===== config.mk =====
export PLATFORM = sky130hd
export DESIGN_NAME = mpu_top
export DESIGN_NICKNAME = d
export VERILOG_FILES = /design/src/common/mpu_pkg.sv /design/src/common/cpu_bus_if.sv /design/src/hw/bus_responder.sv /design/src/hw/mpu_top.sv /design/src/hw/tick_gen.sv /design/src/mmu/page_mapper.sv /design/src/pic/irq_capture.sv /design/src/pic/pic_ctrl.sv
export SDC_FILE = /design/constraint.sdc
export NUM_CORES = 2
export LEC_CHECK = 0
export BUFFER_PORTS_ARGS = -buffer_cell sky130_fd_sc_hd__buf_2
export CAP_MARGIN = 40
export CORE_MARGIN = 2
export CORE_UTILIZATION = 30
export CTS_BUF_LIST = sky130_fd_sc_hd__clkbuf_8
export CTS_CLUSTER_DIAMETER = 200
export DETAILED_ROUTE_END_ITERATION = 8
export HOLD_SLACK_MARGIN = 0.03
export SLEW_MARGIN = 20
export SYNTH_ARGS = -nofsm -noshare
export SYNTH_HDL_FRONTEND = slang
export SYNTH_SLANG_ARGS = --single-unit

===== constraint.sdc =====
create_clock -name clk_i -period 3.29 [get_ports clk_i]
set_input_delay 0.658 -clock clk_i [delete_from_list [all_inputs] [get_ports clk_i]]
set_output_delay 0.658 -clock clk_i [all_outputs]
set_load 0.01 [all_outputs]

===== src/common/mpu_pkg.sv =====
package mpu_pkg;

	// ========================================================================
	// bus widths
	// ========================================================================
	localparam int ADR_W     = 32;           // cpu and memory byte address
	localparam int DATA_W    = 32;
	localparam int SEL_W     = 2;            // byte lane strobes
	localparam int BUS_ADR_W = 9;            // register word offset on cpu_bus_if

	// ========================================================================
	// address map
	// ========================================================================
	localparam int          IO_TAG_W    = 12;            // top bits that tag the i/o region
	localparam logic [11:0] IO_BASE     = 12'hFFD;       // 0xFFDx_xxxx never reaches memory
	localparam logic [31:0] PIC_BASE    = 32'hFFD0_0F00;
	localparam logic [31:0] MMU_BASE    = 32'hFFD0_4000;
	localparam int          BLK_SEL_BIT = 14;            // 0 selects pic, 1 selects mmu
	localparam int          BLK_OFS_W   = 16;            // byte offset width inside a block

	// pic register word offsets
	localparam logic [BUS_ADR_W-1:0] PIC_STATUS   = 9'd0;  // pending and enabled, ro
	localparam logic [BUS_ADR_W-1:0] PIC_ENABLE   = 9'd1;
	localparam logic [BUS_ADR_W-1:0] PIC_EDGE     = 9'd2;  // 1 edge, 0 level
	localparam logic [BUS_ADR_W-1:0] PIC_ACK      = 9'd3;  // write source number
	localparam logic [BUS_ADR_W-1:0] PIC_BASE_REG = 9'd4;  // cause base

	// mmu register word offsets, map entries sit at 0..63
	localparam logic [BUS_ADR_W-1:0] MMU_CTRL = 9'h100;    // bit 0 enables paging

	// ========================================================================
	// interrupt controller
	// ========================================================================
	localparam int NUM_SRC  = 32;
	localparam int SRC_W    = 5;
	localparam int TICK_SRC = 3;             // built-in periodic tick
	localparam int BASE_W   = 4;
	localparam int CAUSE_W  = 9;             // base over source number

	// ========================================================================
	// page map
	// ========================================================================
	localparam int PAGE_OFS_W  = 14;         // 16 KB pages
	localparam int MAP_IDX_W   = 6;
	localparam int MAP_ENTRIES = 64;
	localparam int PPN_W       = 18;
	localparam int PAGED_LIMIT = 20;         // bits from here up must be zero to translate

endpackage


===== src/common/cpu_bus_if.sv =====
`timescale 1ns/1ps

// one register access from the decoder to a slave block
interface cpu_bus_if;

	logic                            cs;    // slave selected, held until ack
	logic                            wr;
	logic [mpu_pkg::BUS_ADR_W-1:0]   adr;   // word offset inside the block
	logic [mpu_pkg::DATA_W-1:0]      wdat;
	logic [mpu_pkg::DATA_W-1:0]      rdat;
	logic                            ack;   // second cycle of cs

	modport master (
		output cs,
		output wr,
		output adr,
		output wdat,
		input  rdat,
		input  ack
	);

	modport slave (
		input  cs,
		input  wr,
		input  adr,
		input  wdat,
		output rdat,
		output ack
	);

endinterface


===== src/hw/bus_responder.sv =====
`timescale 1ns/1ps

module bus_responder (
	input  logic                       clk_i,
	input  logic                       rst_n_i,
	input  logic                       vpa_i,
	input  logic                       vda_i,
	input  logic                       wr_i,
	input  logic [mpu_pkg::ADR_W-1:0]  adr_i,
	input  logic [mpu_pkg::DATA_W-1:0] dat_i,
	input  logic [mpu_pkg::DATA_W-1:0] mem_dat_i,
	input  logic                       mem_rdy_i,
	cpu_bus_if.master                  pic_bus,
	cpu_bus_if.master                  mmu_bus,
	output logic [mpu_pkg::DATA_W-1:0] dat_o,
	output logic                       rdy_o
);

	logic                          cyc;
	logic                          is_io;
	logic                          mmu_blk;    // block select bit inside i/o
	logic [mpu_pkg::BLK_OFS_W-1:0] pic_ofs;    // byte offset from block base
	logic [mpu_pkg::BLK_OFS_W-1:0] mmu_ofs;

	assign cyc     = vpa_i | vda_i;
	assign is_io   = adr_i[mpu_pkg::ADR_W-1 -: mpu_pkg::IO_TAG_W] == mpu_pkg::IO_BASE;
	assign mmu_blk = adr_i[mpu_pkg::BLK_SEL_BIT];
	assign pic_ofs = adr_i[mpu_pkg::BLK_OFS_W-1:0] - mpu_pkg::PIC_BASE[mpu_pkg::BLK_OFS_W-1:0];
	assign mmu_ofs = adr_i[mpu_pkg::BLK_OFS_W-1:0] - mpu_pkg::MMU_BASE[mpu_pkg::BLK_OFS_W-1:0];

	// ========================================================================
	// slave selects, held as long as the core holds the request
	// ========================================================================
	assign pic_bus.cs   = cyc & is_io & ~mmu_blk;
	assign pic_bus.wr   = wr_i;
	assign pic_bus.adr  = pic_ofs[mpu_pkg::BUS_ADR_W+1:2];   // bytes to words
	assign pic_bus.wdat = dat_i;

	assign mmu_bus.cs   = cyc & is_io & mmu_blk;
	assign mmu_bus.wr   = wr_i;
	assign mmu_bus.adr  = mmu_ofs[mpu_pkg::BUS_ADR_W+1:2];
	assign mmu_bus.wdat = dat_i;

	// ========================================================================
	// read data and ready back to the core
	// ========================================================================
	always_comb begin
		if (!is_io)
			dat_o = mem_dat_i;
		else if (mmu_blk)
			dat_o = mmu_bus.rdat;
		else
			dat_o = pic_bus.rdat;
	end

	// memory stalls pass straight through, register slaves give one wait state
	assign rdy_o = is_io ? (pic_bus.ack | mmu_bus.ack) : mem_rdy_i;

	// register ready never comes in the first cycle of an i/o request
	a_io_wait: assert property (@(posedge clk_i) disable iff (!rst_n_i)
		(cyc && is_io && rdy_o) |-> $past(cyc && is_io));

endmodule


===== src/hw/mpu_top.sv =====
`timescale 1ns/1ps

module mpu_top #(
	parameter int CLK_FREQ = 50000000,
	parameter int TICK_HZ  = 30
) (
	input  logic                        clk_i,
	input  logic                        rst_n_i,
	// cpu side
	input  logic                        vpa_i,
	input  logic                        vda_i,
	input  logic                        wr_i,
	input  logic [mpu_pkg::SEL_W-1:0]   sel_i,
	input  logic [mpu_pkg::ADR_W-1:0]   adr_i,
	input  logic [mpu_pkg::DATA_W-1:0]  dat_i,
	output logic [mpu_pkg::DATA_W-1:0]  dat_o,
	output logic                        rdy_o,
	// memory side
	output logic                        vpa_o,
	output logic                        vda_o,
	output logic                        wr_o,
	output logic [mpu_pkg::SEL_W-1:0]   sel_o,
	output logic [mpu_pkg::ADR_W-1:0]   adr_o,
	output logic [mpu_pkg::DATA_W-1:0]  dat_o_mem,
	input  logic [mpu_pkg::DATA_W-1:0]  mem_dat_i,
	input  logic                        mem_rdy_i,
	// interrupts
	input  logic [mpu_pkg::NUM_SRC-1:0] irq_src_i,
	output logic                        irq_o,
	output logic [mpu_pkg::CAUSE_W-1:0] cause_o
);

	logic                        tick;
	logic [mpu_pkg::NUM_SRC-1:0] irq_lvl;
	logic [mpu_pkg::NUM_SRC-1:0] irq_rise;

	cpu_bus_if pic_bus ();
	cpu_bus_if mmu_bus ();

	assign dat_o_mem = dat_i;            // write data goes out as is

	tick_gen #(.CLK_FREQ(CLK_FREQ), .TICK_HZ(TICK_HZ)) u_tick (
		.clk_i(clk_i), .rst_n_i(rst_n_i), .tick_o(tick)
	);

	irq_capture u_cap (
		.clk_i(clk_i), .rst_n_i(rst_n_i), .irq_src_i(irq_src_i),
		.lvl_o(irq_lvl), .rise_o(irq_rise)
	);

	pic_ctrl u_pic (
		.clk_i(clk_i), .rst_n_i(rst_n_i), .lvl_i(irq_lvl), .rise_i(irq_rise),
		.tick_i(tick), .bus(pic_bus), .irq_o(irq_o), .cause_o(cause_o)
	);

	page_mapper u_mmu (
		.clk_i(clk_i), .rst_n_i(rst_n_i), .vpa_i(vpa_i), .vda_i(vda_i), .wr_i(wr_i),
		.sel_i(sel_i), .vadr_i(adr_i), .bus(mmu_bus), .vpa_o(vpa_o), .vda_o(vda_o),
		.wr_o(wr_o), .sel_o(sel_o), .padr_o(adr_o)
	);

	bus_responder u_resp (
		.clk_i(clk_i), .rst_n_i(rst_n_i), .vpa_i(vpa_i), .vda_i(vda_i), .wr_i(wr_i),
		.adr_i(adr_i), .dat_i(dat_i), .mem_dat_i(mem_dat_i), .mem_rdy_i(mem_rdy_i),
		.pic_bus(pic_bus), .mmu_bus(mmu_bus), .dat_o(dat_o), .rdy_o(rdy_o)
	);

endmodule


===== src/hw/tick_gen.sv =====
`timescale 1ns/1ps

module tick_gen #(
	parameter int CLK_FREQ = 50000000,
	parameter int TICK_HZ  = 30
) (
	input  logic clk_i,
	input  logic rst_n_i,
	output logic tick_o
);

	localparam int DIV   = CLK_FREQ / TICK_HZ;              // clocks per tick
	localparam int CNT_W = (DIV > 1) ? $clog2(DIV) : 1;
	localparam logic [CNT_W-1:0] RELOAD = CNT_W'(DIV - 1);

	logic [CNT_W-1:0] cnt_q;

	// down-counter, zero reloads so one period is DIV clocks
	always_ff @(posedge clk_i) begin
		if (!rst_n_i) begin
			cnt_q  <= '0;
			tick_o <= 1'b0;
		end else begin
			if (cnt_q == '0)
				cnt_q <= RELOAD;
			else
				cnt_q <= cnt_q - 1'b1;
			tick_o <= (cnt_q == CNT_W'(1));    // pulse lines up with count hitting zero
		end
	end

	// single-cycle pulse, pic latches it as an edge
	a_tick_single: assert property (@(posedge clk_i) disable iff (!rst_n_i)
		tick_o |=> !tick_o);

endmodule


===== src/mmu/page_mapper.sv =====
`timescale 1ns/1ps

module page_mapper (
	input  logic                      clk_i,
	input  logic                      rst_n_i,
	input  logic                      vpa_i,
	input  logic                      vda_i,
	input  logic                      wr_i,
	input  logic [mpu_pkg::SEL_W-1:0] sel_i,
	input  logic [mpu_pkg::ADR_W-1:0] vadr_i,
	cpu_bus_if.slave                  bus,
	output logic                      vpa_o,
	output logic                      vda_o,
	output logic                      wr_o,
	output logic [mpu_pkg::SEL_W-1:0] sel_o,
	output logic [mpu_pkg::ADR_W-1:0] padr_o
);

	logic [mpu_pkg::PPN_W-1:0]     map_q [mpu_pkg::MAP_ENTRIES];
	logic [mpu_pkg::MAP_IDX_W-1:0] idx;
	logic                          paging_q;
	logic                          ack_q;
	logic                          wr_en;
	logic                          map_hit;    // register offset falls on a map entry
	logic                          is_io;
	logic                          in_paged;

	// ========================================================================
	// translation
	// ========================================================================
	assign is_io    = vadr_i[mpu_pkg::ADR_W-1 -: mpu_pkg::IO_TAG_W] == mpu_pkg::IO_BASE;
	assign in_paged = paging_q && (vadr_i[mpu_pkg::ADR_W-1:mpu_pkg::PAGED_LIMIT] == '0);
	assign idx      = vadr_i[mpu_pkg::PAGE_OFS_W +: mpu_pkg::MAP_IDX_W];

	// mapped page over the untouched page offset
	assign padr_o = in_paged ? {map_q[idx], vadr_i[mpu_pkg::PAGE_OFS_W-1:0]} : vadr_i;
	assign vpa_o  = vpa_i & ~is_io;          // i/o is served on chip
	assign vda_o  = vda_i & ~is_io;
	assign wr_o   = wr_i;
	assign sel_o  = sel_i;

	// ========================================================================
	// register port
	// ========================================================================
	assign map_hit = bus.adr[mpu_pkg::BUS_ADR_W-1:mpu_pkg::MAP_IDX_W] == '0;
	assign bus.ack = ack_q & bus.cs;
	assign wr_en   = bus.ack & bus.wr;

	always_ff @(posedge clk_i) begin
		if (!rst_n_i) begin
			ack_q    <= 1'b0;
			paging_q <= 1'b0;                 // come up unmapped
		end else begin
			ack_q <= bus.cs & ~ack_q;
			if (wr_en && bus.adr == mpu_pkg::MMU_CTRL)
				paging_q <= bus.wdat[0];
		end
	end

	// map table, contents undefined until software fills it
	always_ff @(posedge clk_i) begin
		if (wr_en && map_hit)
			map_q[bus.adr[mpu_pkg::MAP_IDX_W-1:0]] <= bus.wdat[mpu_pkg::PPN_W-1:0];
	end

	always_comb begin
		if (map_hit)
			bus.rdat = {{(mpu_pkg::DATA_W-mpu_pkg::PPN_W){1'b0}},
				map_q[bus.adr[mpu_pkg::MAP_IDX_W-1:0]]};
		else if (bus.adr == mpu_pkg::MMU_CTRL)
			bus.rdat = {{(mpu_pkg::DATA_W-1){1'b0}}, paging_q};
		else
			bus.rdat = '0;
	end

	// memory strobes and a register access never overlap
	a_no_io_mem: assert property (@(posedge clk_i) disable iff (!rst_n_i)
		(vda_o || vpa_o) |-> !bus.cs);

endmodule


===== src/pic/irq_capture.sv =====
`timescale 1ns/1ps

module irq_capture (
	input  logic                        clk_i,
	input  logic                        rst_n_i,
	input  logic [mpu_pkg::NUM_SRC-1:0] irq_src_i,  // async level lines
	output logic [mpu_pkg::NUM_SRC-1:0] lvl_o,
	output logic [mpu_pkg::NUM_SRC-1:0] rise_o
);

	logic [mpu_pkg::NUM_SRC-1:0] sync1_q;
	logic [mpu_pkg::NUM_SRC-1:0] sync2_q;
	logic [mpu_pkg::NUM_SRC-1:0] dly_q;
	logic [mpu_pkg::NUM_SRC-1:0] rise_q;

	// ========================================================================
	// two-flop synchronizer, then edge detect
	// ========================================================================
	always_ff @(posedge clk_i) begin
		if (!rst_n_i) begin
			sync1_q <= '0;
			sync2_q <= '0;
			dly_q   <= '0;
			rise_q  <= '0;
		end else begin
			sync1_q <= irq_src_i;                  // may go metastable
			sync2_q <= sync1_q;                    // settled copy
			dly_q   <= sync2_q;                    // previous settled value
			rise_q  <= sync2_q & ~dly_q;           // low to high seen this cycle
		end
	end

	// level straight from the synchronizer, edge pulse one stage later
	assign lvl_o  = sync2_q;
	assign rise_o = rise_q;

endmodule


===== src/pic/pic_ctrl.sv =====
`timescale 1ns/1ps

module pic_ctrl (
	input  logic                        clk_i,
	input  logic                        rst_n_i,
	input  logic [mpu_pkg::NUM_SRC-1:0] lvl_i,    // synchronized levels
	input  logic [mpu_pkg::NUM_SRC-1:0] rise_i,   // one-cycle edge pulses
	input  logic                        tick_i,
	cpu_bus_if.slave                    bus,
	output logic                        irq_o,
	output logic [mpu_pkg::CAUSE_W-1:0] cause_o
);

	logic [mpu_pkg::NUM_SRC-1:0] enable_q;
	logic [mpu_pkg::NUM_SRC-1:0] edge_sel_q;     // 1 edge mode, 0 level mode
	logic [mpu_pkg::NUM_SRC-1:0] lvl_q;
	logic [mpu_pkg::NUM_SRC-1:0] edge_q;         // edge pending latch
	logic [mpu_pkg::NUM_SRC-1:0] edge_in;
	logic [mpu_pkg::NUM_SRC-1:0] ack_clr;
	logic [mpu_pkg::NUM_SRC-1:0] req;
	logic [mpu_pkg::BASE_W-1:0]  base_q;
	logic [mpu_pkg::SRC_W-1:0]   top_src;
	logic                        ack_q;
	logic                        wr_en;

	// ========================================================================
	// register port, one wait state
	// ========================================================================
	always_ff @(posedge clk_i) begin
		if (!rst_n_i)
			ack_q <= 1'b0;
		else
			ack_q <= bus.cs & ~ack_q;          // drops after the ack cycle
	end

	assign bus.ack = ack_q & bus.cs;
	assign wr_en   = bus.ack & bus.wr;       // writes land on the ack edge

	// tick joins the edge path of its source
	assign edge_in = rise_i | (mpu_pkg::NUM_SRC'(tick_i) << mpu_pkg::TICK_SRC);
	assign ack_clr = (wr_en && bus.adr == mpu_pkg::PIC_ACK) ?
		(mpu_pkg::NUM_SRC'(1) << bus.wdat[mpu_pkg::SRC_W-1:0]) : '0;

	// source 0 is never a request
	assign req = enable_q & ((edge_sel_q & edge_q) | (~edge_sel_q & lvl_q))
		& ~mpu_pkg::NUM_SRC'(1);

	// highest numbered request wins
	always_comb begin
		top_src = '0;
		for (int i = 0; i < mpu_pkg::NUM_SRC; i++) begin
			if (req[i])
				top_src = mpu_pkg::SRC_W'(i);
		end
	end

	always_ff @(posedge clk_i) begin
		if (!rst_n_i) begin
			enable_q   <= '0;
			edge_sel_q <= '0;
			base_q     <= '0;
			lvl_q      <= '0;
			edge_q     <= '0;
			irq_o      <= 1'b0;
			cause_o    <= '0;
		end else begin
			lvl_q  <= lvl_i;
			edge_q <= (edge_q & ~ack_clr) | edge_in;   // a fresh edge beats the ack
			if (wr_en) begin
				case (bus.adr)
					mpu_pkg::PIC_ENABLE:   enable_q   <= bus.wdat;
					mpu_pkg::PIC_EDGE:     edge_sel_q <= bus.wdat;
					mpu_pkg::PIC_BASE_REG: base_q     <= bus.wdat[mpu_pkg::BASE_W-1:0];
					default: ;                           // status ro, ack handled above
				endcase
			end
			irq_o   <= |req;
			cause_o <= (|req) ? {base_q, top_src} : '0;
		end
	end

	always_comb begin
		case (bus.adr)
			mpu_pkg::PIC_STATUS:   bus.rdat = req;
			mpu_pkg::PIC_ENABLE:   bus.rdat = enable_q;
			mpu_pkg::PIC_EDGE:     bus.rdat = edge_sel_q;
			mpu_pkg::PIC_BASE_REG: bus.rdat = {{(mpu_pkg::DATA_W-mpu_pkg::BASE_W){1'b0}}, base_q};
			default:               bus.rdat = '0;    // ack and holes read zero
		endcase
	end

	// a raised irq never names source 0
	a_cause_src: assert property (@(posedge clk_i) disable iff (!rst_n_i)
		irq_o |-> (cause_o[mpu_pkg::SRC_W-1:0] != '0));

endmodule


==> impl_metrics.tcl <==
set metrics [dict create \
    syn-num-nets 4558 \
    ys_seq_area_share_pct 62.9 \
    fin_nets 5698 \
    synth_edf_count 1152 \
    die_area_um2 214000 \
    core-area_um2 209000 \
    clkTransAtPathRegs_ns 0.06 \
    critical_path.startpoint "u_mmu.map_q[27][4]" \
    syn_avg_cell_area_um2 14.3 \
    area_growth_pct 32.5 \
    finish.utilization_pct 40.0 \
    clockRootBuffer "clkbuf_8" \
    start_util_pct 30.2 \
    mostFrequentLayoutCell "edfxtp_1" \
    async_reset_ff_share_pct 0 \
    design_area_um2 83700 \
    overflow 0 \
    slew_headroom_pct 37.7 \
    grt_pass1_wl_um 392000 \
    io-pin-count 248 \
    p_leak_nw 29.9 \
    multiInputGateArea_um2 23400 \
    p_total_mw 40.4 \
    final_cell_count_no_fill 8566 \
    top_layer_used "met5" \
    hp-start "dat_i[14]" \
    grt_pass1_vias 48100 \
    place.gp.congestion 1.03 \
    wl_met3_um 39400 \
    ys.warnings.count 0 \
    start_kind "flip-flop" \
    ir_worst_vdd_mv 0.373 \
    dp_cells 7997 \
    r2r_slack_ns 0.79 \
    drtIter0Drc 8343 \
    synth-seq-cells 1410 \
    ant_nets 0 \
    status "complete, but fails checks" \
    met1Wirelength_um 108000 \
    die_h_um 463 \
    insertion_delay_ns 1.00 \
    die_w_um 463 \
    io_buffers 232 \
    tightest_slew_ns 0.935 \
    reg2reg_depth 8 \
    crit_buf_inv 4 \
    cts_tree "yes" \
    synth.area.top_cells "edfxtp_1 (55%), mux4_2 (10%), dfxtp_1 (8.2%)" \
    crit_fanout 2 \
    setup_violations 47 \
    cts_buffers 230 \
    period_share_pct 137 \
    crit_path_max_incr_delay_ns 0.50 \
    violations "setup timing" \
    end_kind "output pin" \
    yosysTopAreaCellShare_pct 54.8 \
    routed_via_density 5.90 \
    wl_per_cell_um 34.0 \
    drt_first_pass_iters 6 \
    required_ns 2.63 \
    htree_levels 4 \
    worstReg2RegEnd "u_pic.cause_o[7]" \
    dp_hpwl_um 209000 \
    min_path_type "input port to flip-flop" \
    min_delay_worst_endpoint "u_mmu.map_q[56][14]" \
    placed_cell_area_um2 75300 \
    drive_gt1_share_pct 38.4 \
    track_usage_pct 26.1 \
    antenna_found_initial 18 \
    postSynthCellCount 4420 \
    mappedNetlistArea_um2 63200 \
    path_cells "mux2i_2 > o22ai_2 > o21ai_2 > buf_4 > nand4_1 > buf_4 > nor4_4 > buf_6 > o21ai_4 > buf_6" \
    cp_slowest_cell "nand4_1" \
    synth_flop_cell "edfxtp_1" \
    final.setup_skew_ns 0.0558 \
    grt_setup_unrepaired "yes" \
    fin_tns_setup_ns -22.97 \
    wl_met2_um 123000 \
    worstSetupPathType "flip-flop to output pin" \
    grt_start_max_net_pins 230 \
    cpLargestDelayFamily "buffers and inverters" \
    worst_slack_ns -1.22 \
    min_period_ns 4.51 \
    fillers 19400 \
    yosysTopAreaCell "edfxtp_1" \
    hold_violations 0 \
    p_per_area_nw_per_um2 482 \
    cp_data_arrival_time_ns 3.85 \
    synth_cell_types 76 \
    fmax_ghz 0.222 \
    drc_errors 0 \
    rows 168 \
    seq_area_um2 39800 \
    cts_buffer_depth 3 \
    hold_depth 2 \
    reg2reg_from "u_pic.edge_sel_q[7]" \
    maxSlewViolCount 0 \
    final_cell_mix "edfxtp_1 (1152), buf_4 (712), a22oi_1 (291), mux4_2 (280), dfxtp_1 (254)" \
    routed_wl_um 291000 \
    drv_cap 0 \
    cts.sinks 1410 \
    vias 50500 \
]
==> final cells by class <==
| type | instances | share of cell area (%) |
|---|---|---|
| Antenna cell | 9 | 0.0269 |
| Clock buffer | 244 | 4.01 |
| Clock inverter | 180 | 1.55 |
| Inverter | 13 | 0.0628 |
| Multi-Input combinational cell | 2615 | 27.9 |
| Sequential cell | 1410 | 47.5 |
| Tap cell | 2805 | 4.19 |
| Timing Repair Buffer | 1290 | 14.7 |
==> metrics by stage <==
step | hold slack (ns) | worst slack (ns)
2_1_floorplan | 0.384 | -0.141
3_3_place_gp | 0.393 | -2.01
3_5_place_dp | 0.397 | -1.70
4_1_cts | 0.0651 | -1.07
5_1_grt | 0.0866 | -1.21
6_report | 0.0965 | -1.22
==> cells in the mapped netlist, types with 7 or more instances <==
| cell | instances |
|---|---|
| a211oi_1 | 12 |
| a21oi_1 | 135 |
| a221oi_1 | 102 |
| a222oi_1 | 14 |
| a22o_1 | 72 |
| a22oi_1 | 320 |
| a31oi_1 | 41 |
| and2_1 | 118 |
| and3_1 | 12 |
| buf_1 | 45 |
| buf_2 | 96 |
| buf_4 | 78 |
| buf_6 | 11 |
| clkbuf_1 | 151 |
| dfxtp_1 | 258 |
| edfxtp_1 | 1152 |
| inv_1 | 11 |
| mux2_2 | 33 |
| mux2i_1 | 257 |
| mux4_2 | 280 |
| nand2_1 | 217 |
| nand2b_1 | 13 |
| nand3_1 | 104 |
| nand4_1 | 18 |
| nor2_1 | 269 |
| nor2b_1 | 58 |
| nor3_1 | 27 |
| nor3b_1 | 8 |
| nor4_1 | 18 |
| o2111ai_1 | 7 |
| o211ai_1 | 13 |
| o21ai_0 | 240 |
| o22ai_1 | 106 |
| or2_2 | 12 |
| or4_1 | 8 |
| xnor2_1 | 10 |
==> logic make-up (layout without fill, tap and decap cells) <==
kind of cell | Yosys count | in the layout | synth area share (%)
adder cells (fa/ha/maj) | 2 | 2 | 0.0396
XOR/XNOR | 16 | 16 | 0.222
AO/OA/AOI/OAI | 1108 | 1108 | 11.9
other | 0 | 9 | 0
AND/OR/NAND/NOR | 914 | 914 | 7.03
multiplexers | 575 | 575 | 14.7
flip-flops | 1410 | 1410 | 62.9
buffers and inverters | 395 | 1727 | 3.15
==> worst max path at each step <==
stage	end	slack, ns	cells after the start
after floorplan	u_mmu.map_q[0][0]	-0.14	8
after global placement	dat_o[4]	-2.01	14
after detailed placement	dat_o[4]	-1.70	15
after CTS	dat_o[8]	-1.07	8
after global routing	dat_o[4]	-1.21	10
final	dat_o[4]	-1.22	10
==> state kept, by name, summed over array words and instances, names as in the netlist <==
signal and cells:
u_cap.sync1_q 31, u_pic.enable_q 32, u_cap.lvl_o 31, u_pic.ack_q 1, u_pic.edge_sel_q 32, u_pic.base_q 4, u_cap.rise_o 31, u_pic.cause_o 9
u_tick.cnt_q 21, u_pic.lvl_q 31, u_pic.irq_o 1, u_mmu.paging_q 1, u_mmu.ack_q 1, u_mmu.map_q 1152, u_tick.tick_o 1, u_pic.edge_q 31
==> layer usage <==
layer  vias to the layer above  GRT usage [%]
met1                     25500           33.5
met3                       788           8.56
met4                        12           15.6
met5                         -              0
met2                      4181           38.2
li1                      20100              -
==> power breakdown <==
group | internal (mW) | leakage (nW) | total [mW] | switching [mW]
clock | 7.87 | 2.60 | 15.6 | 7.71
sequential | 19.4 | 12.5 | 19.6 | 0.122
combinational | 2.09 | 14.8 | 5.22 | 3.13
==> repair_timing <==
item,in CTS,in global routing
resized for setup,370,192
hold buffers,51,0
pin swaps,97,93
endpoints found under the setup margin,50,51
gates cloned,1,4
buffers inserted,74,30
endpoints found under the hold margin,95,0
(Power assumes the default switching activity.)
